--- src/rtl/cpu_pkg.sv ---
`default_nettype none

package cpu_pkg;

    // default start address
    parameter logic [15:0] RST_VECTOR_DEFAULT = 16'hfffc;

    // opcode byte, raw or split into aaa/bbb/cc
    typedef union packed {
        logic [7:0] raw;
        struct packed {
            logic [2:0] aaa;
            logic [2:0] bbb;
            logic [1:0] cc;
        } fields;
    } opcode_u;

    // transfers pass the A side through by adding zero
    typedef enum logic [1:0] {ALU_ADD, ALU_AND, ALU_OR, ALU_XOR} alu_op_e;

    typedef enum logic [2:0] {REG_A, REG_X, REG_Y, REG_NONE} reg_sel_e;

    // B side of the adder
    typedef enum logic [1:0] {OPD_DATA, OPD_INV, OPD_ZERO, OPD_ONES} operand_sel_e;

    typedef enum logic [1:0] {CI_ZERO, CI_ONE, CI_STATUS} carry_sel_e;

    // CLC / SEC
    typedef enum logic [1:0] {FLAG_NONE, FLAG_CLR, FLAG_SET} flag_op_e;

    typedef struct packed {
        alu_op_e      alu_op;
        reg_sel_e     a_src;
        operand_sel_e b_sel;
        carry_sel_e   ci_sel;
        reg_sel_e     dst;
        logic         set_c;
        flag_op_e     flag_op;
        // second byte fetched, pc advances past it
        logic         has_operand;
        // third bus cycle writes a_src to zero page
        logic         store;
    } decoded_op_t;

    typedef struct packed {
        logic [7:0] a;
        logic [7:0] x;
        logic [7:0] y;
        logic       carry;
    } regs_t;

    typedef struct packed {
        logic [7:0] value;
        logic       carry;
    } exec_result_t;

    // wishbone classic, master to slave
    typedef struct packed {
        logic        cyc;
        logic        stb;
        logic        we;
        logic [15:0] adr;
        logic [7:0]  dat;
    } wb_req_t;

    // slave to master
    typedef struct packed {
        logic       ack;
        logic [7:0] dat;
    } wb_rsp_t;

    typedef enum logic [1:0] {ST_FETCH, ST_OPERAND, ST_WRITE, ST_JAM} seq_state_e;

endpackage

`default_nettype wire

--- src/rtl/alu_execute.sv ---
`timescale 1ns/100ps
`default_nettype none

module alu_execute import cpu_pkg::*; (
    input  decoded_op_t  dec,
    input  regs_t        regs,
    input  logic [7:0]   operand,
    output exec_result_t result
);

    logic [7:0] a_side;
    logic [7:0] b_side;
    logic       carry_in;
    logic [8:0] sum;

    // A side from the register file, none reads as zero
    always_comb begin
        case (dec.a_src)
            REG_A:   a_side = regs.a;
            REG_X:   a_side = regs.x;
            REG_Y:   a_side = regs.y;
            default: a_side = 8'h00;
        endcase
    end

    // B side from the operand byte or a constant
    always_comb begin
        case (dec.b_sel)
            OPD_DATA: b_side = operand;
            OPD_INV:  b_side = ~operand;
            OPD_ZERO: b_side = 8'h00;
            default:  b_side = 8'hff;
        endcase
    end

    always_comb begin
        case (dec.ci_sel)
            CI_ONE:    carry_in = 1'b1;
            CI_STATUS: carry_in = regs.carry;
            default:   carry_in = 1'b0;
        endcase
    end

    assign sum = {1'b0, a_side} + {1'b0, b_side} + {8'h00, carry_in};

    // logic ops leave carry as it was
    always_comb begin
        case (dec.alu_op)
            ALU_AND: result = '{value: a_side & b_side, carry: regs.carry};
            ALU_OR:  result = '{value: a_side | b_side, carry: regs.carry};
            ALU_XOR: result = '{value: a_side ^ b_side, carry: regs.carry};
            default: result = '{value: sum[7:0], carry: sum[8]};
        endcase
    end

endmodule

`default_nettype wire

--- src/rtl/bus_sequencer.sv ---
`timescale 1ns/100ps
`default_nettype none

module bus_sequencer import cpu_pkg::*; #(
    parameter logic [15:0] RST_VECTOR = RST_VECTOR_DEFAULT
) (
    input  logic        clk_m1,
    input  logic        rst,
    output wb_req_t     wb_req,
    input  wb_rsp_t     wb_rsp,
    input  decoded_op_t dec,
    input  logic        illegal,
    input  logic [7:0]  store_data,
    output opcode_u     ir,
    output logic [7:0]  operand,
    output logic        wb_en,
    output logic        sync,
    output logic        jam
);

    seq_state_e  state;
    logic [15:0] pc;
    logic        wb_pend;
    logic        acked;
    logic        req_on;
    logic        writes_back;

    assign acked = wb_req.stb && wb_rsp.ack;

    // anything for the register file to do
    assign writes_back = dec.dst != REG_NONE || dec.set_c || dec.flag_op != FLAG_NONE;

    // no bus cycle once an opcode turns out illegal
    assign req_on = !rst && state != ST_JAM && !(state == ST_OPERAND && illegal);

    always_comb begin
        wb_req.cyc = req_on;
        wb_req.stb = req_on;
        wb_req.we = state == ST_WRITE;
        // write goes to zero page at the fetched byte
        wb_req.adr = (state == ST_WRITE) ? {8'h00, operand} : pc;
        wb_req.dat = (state == ST_WRITE) ? store_data : 8'h00;
    end

    assign sync = req_on && state == ST_FETCH;
    assign jam = state == ST_JAM;
    // one clock ending on the first edge of the next fetch
    assign wb_en = wb_pend;

    always_ff @(posedge clk_m1) begin
        if (rst) begin
            state <= ST_FETCH;
            pc <= RST_VECTOR;
            ir.raw <= 8'h00;
            wb_pend <= 1'b0;
        end else begin
            wb_pend <= 1'b0;
            case (state)
                ST_FETCH: if (acked) begin
                    ir.raw <= wb_rsp.dat;
                    pc <= pc + 16'd1;
                    state <= ST_OPERAND;
                end
                ST_OPERAND: if (illegal) begin
                    state <= ST_JAM;
                end else if (acked) begin
                    // implied ops read at the same pc and discard it
                    if (dec.has_operand) begin
                        pc <= pc + 16'd1;
                    end
                    if (dec.store) begin
                        state <= ST_WRITE;
                    end else begin
                        state <= ST_FETCH;
                        wb_pend <= writes_back;
                    end
                end
                ST_WRITE: if (acked) begin
                    state <= ST_FETCH;
                end
                default: state <= ST_JAM;
            endcase
        end
    end

    // operand byte kept through the next fetch for execute
    always_ff @(posedge clk_m1) begin
        if (state == ST_OPERAND && acked) begin
            operand <= wb_rsp.dat;
        end
    end

    assert property (@(posedge clk_m1) disable iff (rst) wb_req.stb |-> wb_req.cyc)
        else $error("stb without cyc");

    // address waits for a stalled slave
    assert property (@(posedge clk_m1) disable iff (rst)
        wb_req.stb && !wb_rsp.ack |=> $stable(wb_req.adr))
        else $error("adr changed before ack");

endmodule

`default_nettype wire

--- src/rtl/core_6502.sv ---
`timescale 1ns/100ps
`default_nettype none

module core_6502 import cpu_pkg::*; #(
    parameter logic [15:0] RST_VECTOR    = RST_VECTOR_DEFAULT,
    parameter logic        INITIAL_CARRY = 1'b0
) (
    input  logic    clk_m1,
    input  logic    rst,
    output wb_req_t wb_req,
    input  wb_rsp_t wb_rsp,
    output logic    sync,
    output logic    jam
);

    opcode_u      ir;
    decoded_op_t  dec;
    logic         illegal;
    logic [7:0]   operand;
    logic         wb_en;
    regs_t        regs;
    exec_result_t result;

    // bus timing, pc and instruction registers
    bus_sequencer #(
        .RST_VECTOR (RST_VECTOR)
    ) bus_sequencer_inst (
        .clk_m1     (clk_m1),
        .rst        (rst),
        .wb_req     (wb_req),
        .wb_rsp     (wb_rsp),
        .dec        (dec),
        .illegal    (illegal),
        .store_data (result.value),
        .ir         (ir),
        .operand    (operand),
        .wb_en      (wb_en),
        .sync       (sync),
        .jam        (jam)
    );

    op_decode op_decode_inst (
        .ir      (ir),
        .dec     (dec),
        .illegal (illegal)
    );

    // execute overlaps the next opcode fetch
    alu_execute alu_execute_inst (
        .dec     (dec),
        .regs    (regs),
        .operand (operand),
        .result  (result)
    );

    register_file #(
        .INITIAL_CARRY (INITIAL_CARRY)
    ) register_file_inst (
        .clk_m1 (clk_m1),
        .rst    (rst),
        .wb_en  (wb_en),
        .dec    (dec),
        .result (result),
        .regs   (regs)
    );

endmodule

`default_nettype wire

--- src/rtl/op_decode.sv ---
`timescale 1ns/100ps
`default_nettype none

module op_decode import cpu_pkg::*; (
    input  opcode_u     ir,
    output decoded_op_t dec,
    output logic        illegal
);

    always_comb begin
        // defaults describe a do-nothing op
        dec = '{alu_op: ALU_ADD, a_src: REG_NONE, b_sel: OPD_ZERO, ci_sel: CI_ZERO,
                dst: REG_NONE, set_c: 1'b0, flag_op: FLAG_NONE, has_operand: 1'b0,
                store: 1'b0};
        illegal = 1'b0;

        // group one immediates without 89 (sta has no immediate mode)
        if (ir.fields.cc == 2'b01 && ir.fields.bbb == 3'b010 && ir.fields.aaa != 3'b100) begin
            dec.has_operand = 1'b1;
            dec.a_src = REG_A;
            dec.b_sel = OPD_DATA;
            dec.dst = REG_A;
            case (ir.fields.aaa)
                3'b000: dec.alu_op = ALU_OR;
                3'b001: dec.alu_op = ALU_AND;
                3'b010: dec.alu_op = ALU_XOR;
                3'b011: begin
                    // adc
                    dec.ci_sel = CI_STATUS;
                    dec.set_c = 1'b1;
                end
                3'b101: dec.a_src = REG_NONE;
                3'b110: begin
                    // cmp adds a + ~m + 1 and keeps only carry
                    dec.b_sel = OPD_INV;
                    dec.ci_sel = CI_ONE;
                    dec.dst = REG_NONE;
                    dec.set_c = 1'b1;
                end
                default: begin
                    // sbc
                    dec.b_sel = OPD_INV;
                    dec.ci_sel = CI_STATUS;
                    dec.set_c = 1'b1;
                end
            endcase
        // ldy a0, ldx a2
        end else if (ir.fields.aaa == 3'b101 && ir.fields.bbb == 3'b000 && !ir.fields.cc[0]) begin
            dec.has_operand = 1'b1;
            dec.b_sel = OPD_DATA;
            dec.dst = ir.fields.cc[1] ? REG_X : REG_Y;
        end else begin
            case (ir.raw)
                8'haa: begin
                    dec.a_src = REG_A;
                    dec.dst = REG_X;
                end
                8'ha8: begin
                    dec.a_src = REG_A;
                    dec.dst = REG_Y;
                end
                8'h8a: begin
                    dec.a_src = REG_X;
                    dec.dst = REG_A;
                end
                8'h98: begin
                    dec.a_src = REG_Y;
                    dec.dst = REG_A;
                end
                // inx and iny add zero with carry in
                8'he8: begin
                    dec.a_src = REG_X;
                    dec.dst = REG_X;
                    dec.ci_sel = CI_ONE;
                end
                8'hc8: begin
                    dec.a_src = REG_Y;
                    dec.dst = REG_Y;
                    dec.ci_sel = CI_ONE;
                end
                // dex and dey add all ones
                8'hca: begin
                    dec.a_src = REG_X;
                    dec.dst = REG_X;
                    dec.b_sel = OPD_ONES;
                end
                8'h88: begin
                    dec.a_src = REG_Y;
                    dec.dst = REG_Y;
                    dec.b_sel = OPD_ONES;
                end
                8'h18: dec.flag_op = FLAG_CLR;
                8'h38: dec.flag_op = FLAG_SET;
                // zero page stores pass the source through
                8'h85: begin
                    dec.a_src = REG_A;
                    dec.has_operand = 1'b1;
                    dec.store = 1'b1;
                end
                8'h86: begin
                    dec.a_src = REG_X;
                    dec.has_operand = 1'b1;
                    dec.store = 1'b1;
                end
                8'h84: begin
                    dec.a_src = REG_Y;
                    dec.has_operand = 1'b1;
                    dec.store = 1'b1;
                end
                default: illegal = 1'b1;
            endcase
        end
    end

    // a store with no source would write a constant zero
    always_comb begin
        assert (!dec.store || dec.a_src != REG_NONE)
            else $error("store decoded without a source register");
    end

endmodule

`default_nettype wire

--- src/rtl/register_file.sv ---
`timescale 1ns/100ps
`default_nettype none

module register_file import cpu_pkg::*; #(
    parameter logic INITIAL_CARRY = 1'b0
) (
    input  logic         clk_m1,
    input  logic         rst,
    input  logic         wb_en,
    input  decoded_op_t  dec,
    input  exec_result_t result,
    output regs_t        regs
);

    always_ff @(posedge clk_m1) begin
        if (rst) begin
            regs.a <= 8'h00;
            regs.x <= 8'h00;
            regs.y <= 8'h00;
            regs.carry <= INITIAL_CARRY;
        end else if (wb_en) begin
            // result of the instruction fetched before this one
            case (dec.dst)
                REG_A: regs.a <= result.value;
                REG_X: regs.x <= result.value;
                REG_Y: regs.y <= result.value;
                default: begin
                end
            endcase

            // alu carry and explicit clc/sec never meet in one op
            if (dec.set_c) begin
                regs.carry <= result.carry;
            end else begin
                case (dec.flag_op)
                    FLAG_CLR: regs.carry <= 1'b0;
                    FLAG_SET: regs.carry <= 1'b1;
                    default: begin
                    end
                endcase
            end
        end
    end

    // writeback strobe comes from the sequencer, cleared by the same reset
    assert property (@(posedge clk_m1) rst |=> !wb_en)
        else $error("writeback strobe right after reset");

endmodule

`default_nettype wire

--- config.mk ---
export PLATFORM = sky130hd
export DESIGN_NAME = core_6502
export DESIGN_NICKNAME = d
export VERILOG_FILES = /design/src/rtl/cpu_pkg.sv /design/src/rtl/alu_execute.sv /design/src/rtl/bus_sequencer.sv /design/src/rtl/core_6502.sv /design/src/rtl/op_decode.sv /design/src/rtl/register_file.sv
export SDC_FILE = /design/constraint.sdc
export NUM_CORES = 1
export LEC_CHECK = 0
export BUFFER_PORTS_ARGS = -buffer_cell sky130_fd_sc_hd__buf_2
export CAP_MARGIN = 20
export CORE_ASPECT_RATIO = 0.6
export CORE_MARGIN = 3
export CORE_UTILIZATION = 50
export CTS_BUF_LIST = sky130_fd_sc_hd__clkbuf_16
export CTS_CLUSTER_DIAMETER = 30
export DETAILED_ROUTE_END_ITERATION = 16
export MAX_ROUTING_LAYER = met4
export PLACE_DENSITY = 0.7
export SLEW_MARGIN = 40
export SYNTH_ARGS = -nofsm -noshare
export SYNTH_HDL_FRONTEND = slang
export SYNTH_SLANG_ARGS = --single-unit
--- constraint.sdc ---
create_clock -name clk_m1 -period 4.95 [get_ports clk_m1]
set_input_delay 0.495 -clock clk_m1 [delete_from_list [all_inputs] [get_ports clk_m1]]
set_output_delay 0.495 -clock clk_m1 [all_outputs]
set_load 0.01 [all_outputs]
# Word level (Yosys, flattened, before mapping)

Index checks and enable logic that the tools add are counted.

Bits in registers: 60
Input bits: 11
Word-level logic and storage cells: 158

Add/subtract/negate cells: 3
Equality and inequality tests: 48
Multiplexer cells: 48
Bitwise gates (word level): 6
Reduce and logical (&&, ||, !) cells: 44

Operators with widths:

| cell                                                 | count |
|---|---|
| equality test 8 bit (second input constant)          | 11 |
| 2-to-1 mux 16 bit                                    | 5 |
| case mux 8 bit (3 select lines)                      | 2 |
| case mux 16 bit (2 select lines)                     | 1 |
| case mux 9 bit (3 select lines)                      | 1 |
| 2-to-1 mux 2 bit                                     | 13 |
| case mux 2 bit (3 select lines)                      | 4 |
| adder 16 x 1 -> 16 bit (second input constant)       | 1 |
| equality test 3 x 2 -> 1 bit (second input constant) | 5 |
| equality test 2 bit (second input constant)          | 7 |
| 2-to-1 mux 1 bit                                     | 14 |
| OR reduction 13 bit                                  | 1 |
| equality test 2 x 1 -> 1 bit (second input constant) | 6 |
| zero test 3 bit                                      | 4 |
| OR reduction 3 bit                                   | 4 |
| OR reduction 4 bit                                   | 3 |
| logical AND 1 bit                                    | 10 |
| 2-to-1 mux 10 bit                                    | 1 |
| inequality test 2 bit (second input constant)        | 5 |
| AND reduction 5 bit                                  | 2 |
| OR reduction 5 bit                                   | 2 |
| adder 8 x 8 -> 9 bit                                 | 1 |
| adder 9 x 1 -> 9 bit                                 | 1 |
| equality test 3 x 1 -> 1 bit (second input constant) | 3 |
| 24 further kinds                                     | 42 |

# Depth between registers and ports, before layout

Word-level depth: 12
Gate-level depth with buffers: 17
Mapped depth without buffers: 15

# Hierarchy

Synthesis repeated with hierarchy kept, for this count alone.

Cells, all modules: 508
Area, all modules: 4,311.6 um2

Modules (own cells, without submodules):

| module        | times used | cells each | area an instance (um2) | seq. area each (um2) |
|---|---|---|---|---|
| bus_sequencer | 1          | 182        | 1,715.4                | 780.7 |
| alu_execute   | 1          | 146        | 1,109.8                | 0.0 |
| register_file | 1          | 97         | 942.2                  | 500.5 |
| op_decode     | 1          | 83         | 544.3                  | 0.0 |

# Worst setup path after synthesis

Ideal clock, no wire load.

Kind: register to output
From: register bus_sequencer_inst.ir[7] (netlist name)
To: output wb_req[6] (netlist name)
Arrival time: 4.101 ns
Setup slack: 0.354 ns
Cell stages (with the launch flop): 17
Buffers on the path: 1
Cells stage by stage: dfxtp_1 or3b_1 or3_1 a21o_1 buf_6 a32o_1 a222oi_1 inv_1 fa_1 inv_1 fa_1 nor2b_1 o31ai_1 a21boi_0 o21a_1 o32a_1 nor2_1

RTL lines:

| element         | line                | RTL |
|---|---|---|
| start, declared | bus_sequencer.sv:14 | `output opcode_u ir,` |
| end, declared   | core_6502.sv:10     | `output wb_req_t wb_req,` |

==> metrics.txt <==
Initial Util 52.4%; via count approximately 4300; Fill cells between 600 and 700; Buffers on Ports 39; commonest cells after routing, fill and taps aside dfxtp_1, nor2_1, buf_2, nand2_1, a21oi_1; Post-synth ARST share 0%; final global-route overflow total 0; nets@finish slightly below 600; r2r startpoint bus_sequencer_inst.ir[7]; DRT Pass-1 Iters 5; worst reg-to-reg path cell count 16; CTS tree built; Post-synth EDFFs 8; CP most frequent cell fa_2; WS Path Type reg2out; Seq/Total Area, Yosys 30.4%; Routed Antenna Nets 0; layout cell share with drive strength beyond 1 22.3%; worst vdd ir about 0.19 mV; non-filler cells, final roughly 670; clk root buf clkbuf_16; syn nets 543; commonest non-fill, non-tap cell in the layout dfxtp_1; maximum fanout along the worst path 4; DRT Wirelength between 10000 and 15000 um; Die Ht approximately 77 um; worst path cell trace or3b_4 > or3_1 > a21o_1 > a32o_2 > a222oi_1 > inv_1 > fa_2 > inv_2 > fa_2 > nor2b_2 > o31ai_4 > a21boi_2 > o21a_1 > o32a_1 > nor2_1 > buf_2; CTS Buffer Depth 2; DR WL/cell between 15 and 20 um; fin. max-slew vios 0; status complete, no violations; Sink Count 60; Rel. slew slack a little over two fifths; vias per inst about 6.3; Area Overhead vs Synth 17.4%; DRC marker count from the first detailed-route iteration just over 500; Total GRT Usage around 28%; Avg Cell Area, Syn roughly 8.2 um^2; Fmax approximately 210 MHz; ys flop type dfxtp_1; start point of the critical path bus_sequencer_inst.ir[7]; DP Cell Count approximately 650; CTS buffer count 9; yosys warns 0; row cnt 25; P per Cell Area 249 mW/mm^2; ANT cells 0; Clock H-tree levels 3; Setup crit end kind primary output; Worst Hold Depth 1; Worst-Margin Slew about 0.83 ns; crit path time final roughly 4.8 ns; Synth cell types 70; I/O Pins 40; Hold Violations, Final 0; Worst path slowest cell fa_2; largest net degree at the start of global routing 34; max incr delay on CP roughly 0.41 ns; GPL Wtd Cong approximately 1.0; Clock Latency Late Sink roughly 0.34 ns; placeable core area about 0.0080 mm^2; final period utilization slightly below 100%; CTS clk-pin slew, worst paths about 0.06 ns; number of synthesized register bits 60; final setup violation count 0; Critical Path Start Type flop; Max Cap Viol 0; Pleak 2.07 nW; Tot Pwr between 1 and 1.5 mW; worst setup path end wb_req[6]; post-DP HPWL 9350 um; vias in the first global route just under 4000; Worst Skew 0.0113 ns; post-synthesis cell count 513; crit path DAT 4.33 ns; Post-route DRC 0; critical path required time between 4 and 5 ns; worst min-delay path class in2reg; Synth Cell Area 0.00421 mm^2; area of the die between 0.009 and 0.01 mm^2; r2r setup slk between 0.7 and 0.8 ns; chip width between 100 and 150 um; Reg2Reg Capture Point register_file_inst.regs[15]; first-pass GRT wire length slightly above 20000 um; initial antenna violation count 0
## stage by stage
step	util [%]	hold slack, ns	setup TNS, ns	worst slack (ns)	instance area (um^2)
2_1_floorplan	-	0.437	0	0.354	4210
3_3_place_gp	56.8	0.449	0	0.289	4570
3_5_place_dp	56.8	0.452	0	0.232	4570
4_1_cts	60.6	0.348	0	0.0229	4870
5_1_grt	61.6	0.352	-0.0801	-0.0753	4950
6_report	61.6	0.352	0	0.122	4950
## cell families after synthesis
| kind of cell | synth area share [%] |
|---|---|
| muxes | 5.70 |
| and+or+nand+nor | 24.7 |
| buffers and inverters | 6.09 |
| DFF | 30.4 |
| xor gates and xnor gates | 2.49 |
| AOI/OAI and AO/OA | 24.6 |
| adders and majority gates | 6.00 |
## how the worst min path moves through the flow
stage / startpoint / end / slack [ns]
global route: wb_rsp[1] / bus_sequencer_inst.operand[1] / 0.35
CTS: wb_rsp[2] / bus_sequencer_inst.operand[2] / 0.35
detailed placement: register_file_inst.regs[8] / register_file_inst.regs[8] / 0.45
global placement: register_file_inst.regs[16] / register_file_inst.regs[16] / 0.45
floorplan: register_file_inst.regs[8] / register_file_inst.regs[8] / 0.44
finish: wb_rsp[3] / bus_sequencer_inst.operand[3] / 0.35
## critical path, delay by kind of cell (launching register included)
kind	cells	cell delay [ns]
AO/OA/AOI/OAI	7	1.72
adder cells (fa/ha/maj)	2	0.64
buffers and inverters	3	0.38
flip-flops	1	0.33
AND/OR/NAND/NOR	4	0.93
## power breakdown
part / internal, mW / total, mW / leakage, nW / switching (mW)
Combinational: 0.0529 / 0.140 / 1.44 / 0.0868
Clock: 0.336 / 0.579 / 0.137 / 0.242
Sequential: 0.501 / 0.513 / 0.494 / 0.0112
## cells in the mapped netlist (9+ instances only)
cell type	number	area share, %
nor2b_1	11	1.6
xnor2_1	10	2.1
o31ai_1	10	1.8
ha_1	17	5.0
and2_1	15	2.2
mux2i_1	15	3.6
a211oi_1	9	1.6
a21oi_1	35	4.2
inv_1	26	2.3
nand3_1	20	2.4
nand2_1	38	3.4
nor2_1	40	3.6
nor3_1	16	1.9
o21ai_0	23	2.7
nand2b_1	11	1.6
clkbuf_1	22	2.0
dfxtp_1	52	25
## cell type report
| class | instances | area (um^2) | share of cell area [%] |
|---|---|---|---|
| sequential | 60 | 1280 | 25.9 |
| clock buffer | 9 | 225 | 4.55 |
| tap | 108 | 135 | 2.73 |
| multi-input combinational | 392 | 2730 | 55.1 |
| timing repair buffer | 71 | 435 | 8.80 |
| clock inverter | 7 | 45.0 | 0.910 |
| inverter | 26 | 97.6 | 1.97 |
## repair_timing
item / 4_1_cts / 5_1_grt
hold buffers: 0 / 0
setup buffers: 3 / 5
setup endpoints to repair: 2 / 5
gates resized for setup: 4 / 13
pin swaps: 3 / 9
## layer usage
metal  wire (um)  global-route usage [%]
met1        6180                    41.8
met2        5190                    36.6
met3        1320                    7.31
met4         131                    6.35
met5           0                       -
## flip-flops by register name, indices dropped and copies added, names as in the netlist
| name | flops |
|---|---|
| register_file_inst.regs | 25 |
| bus_sequencer_inst.state | 2 |
| bus_sequencer_inst.wb_en | 1 |
| bus_sequencer_inst.pc | 16 |
| bus_sequencer_inst.ir | 8 |
| bus_sequencer_inst.operand | 8 |
No activity file was read; power rests on OpenSTA's default activity.
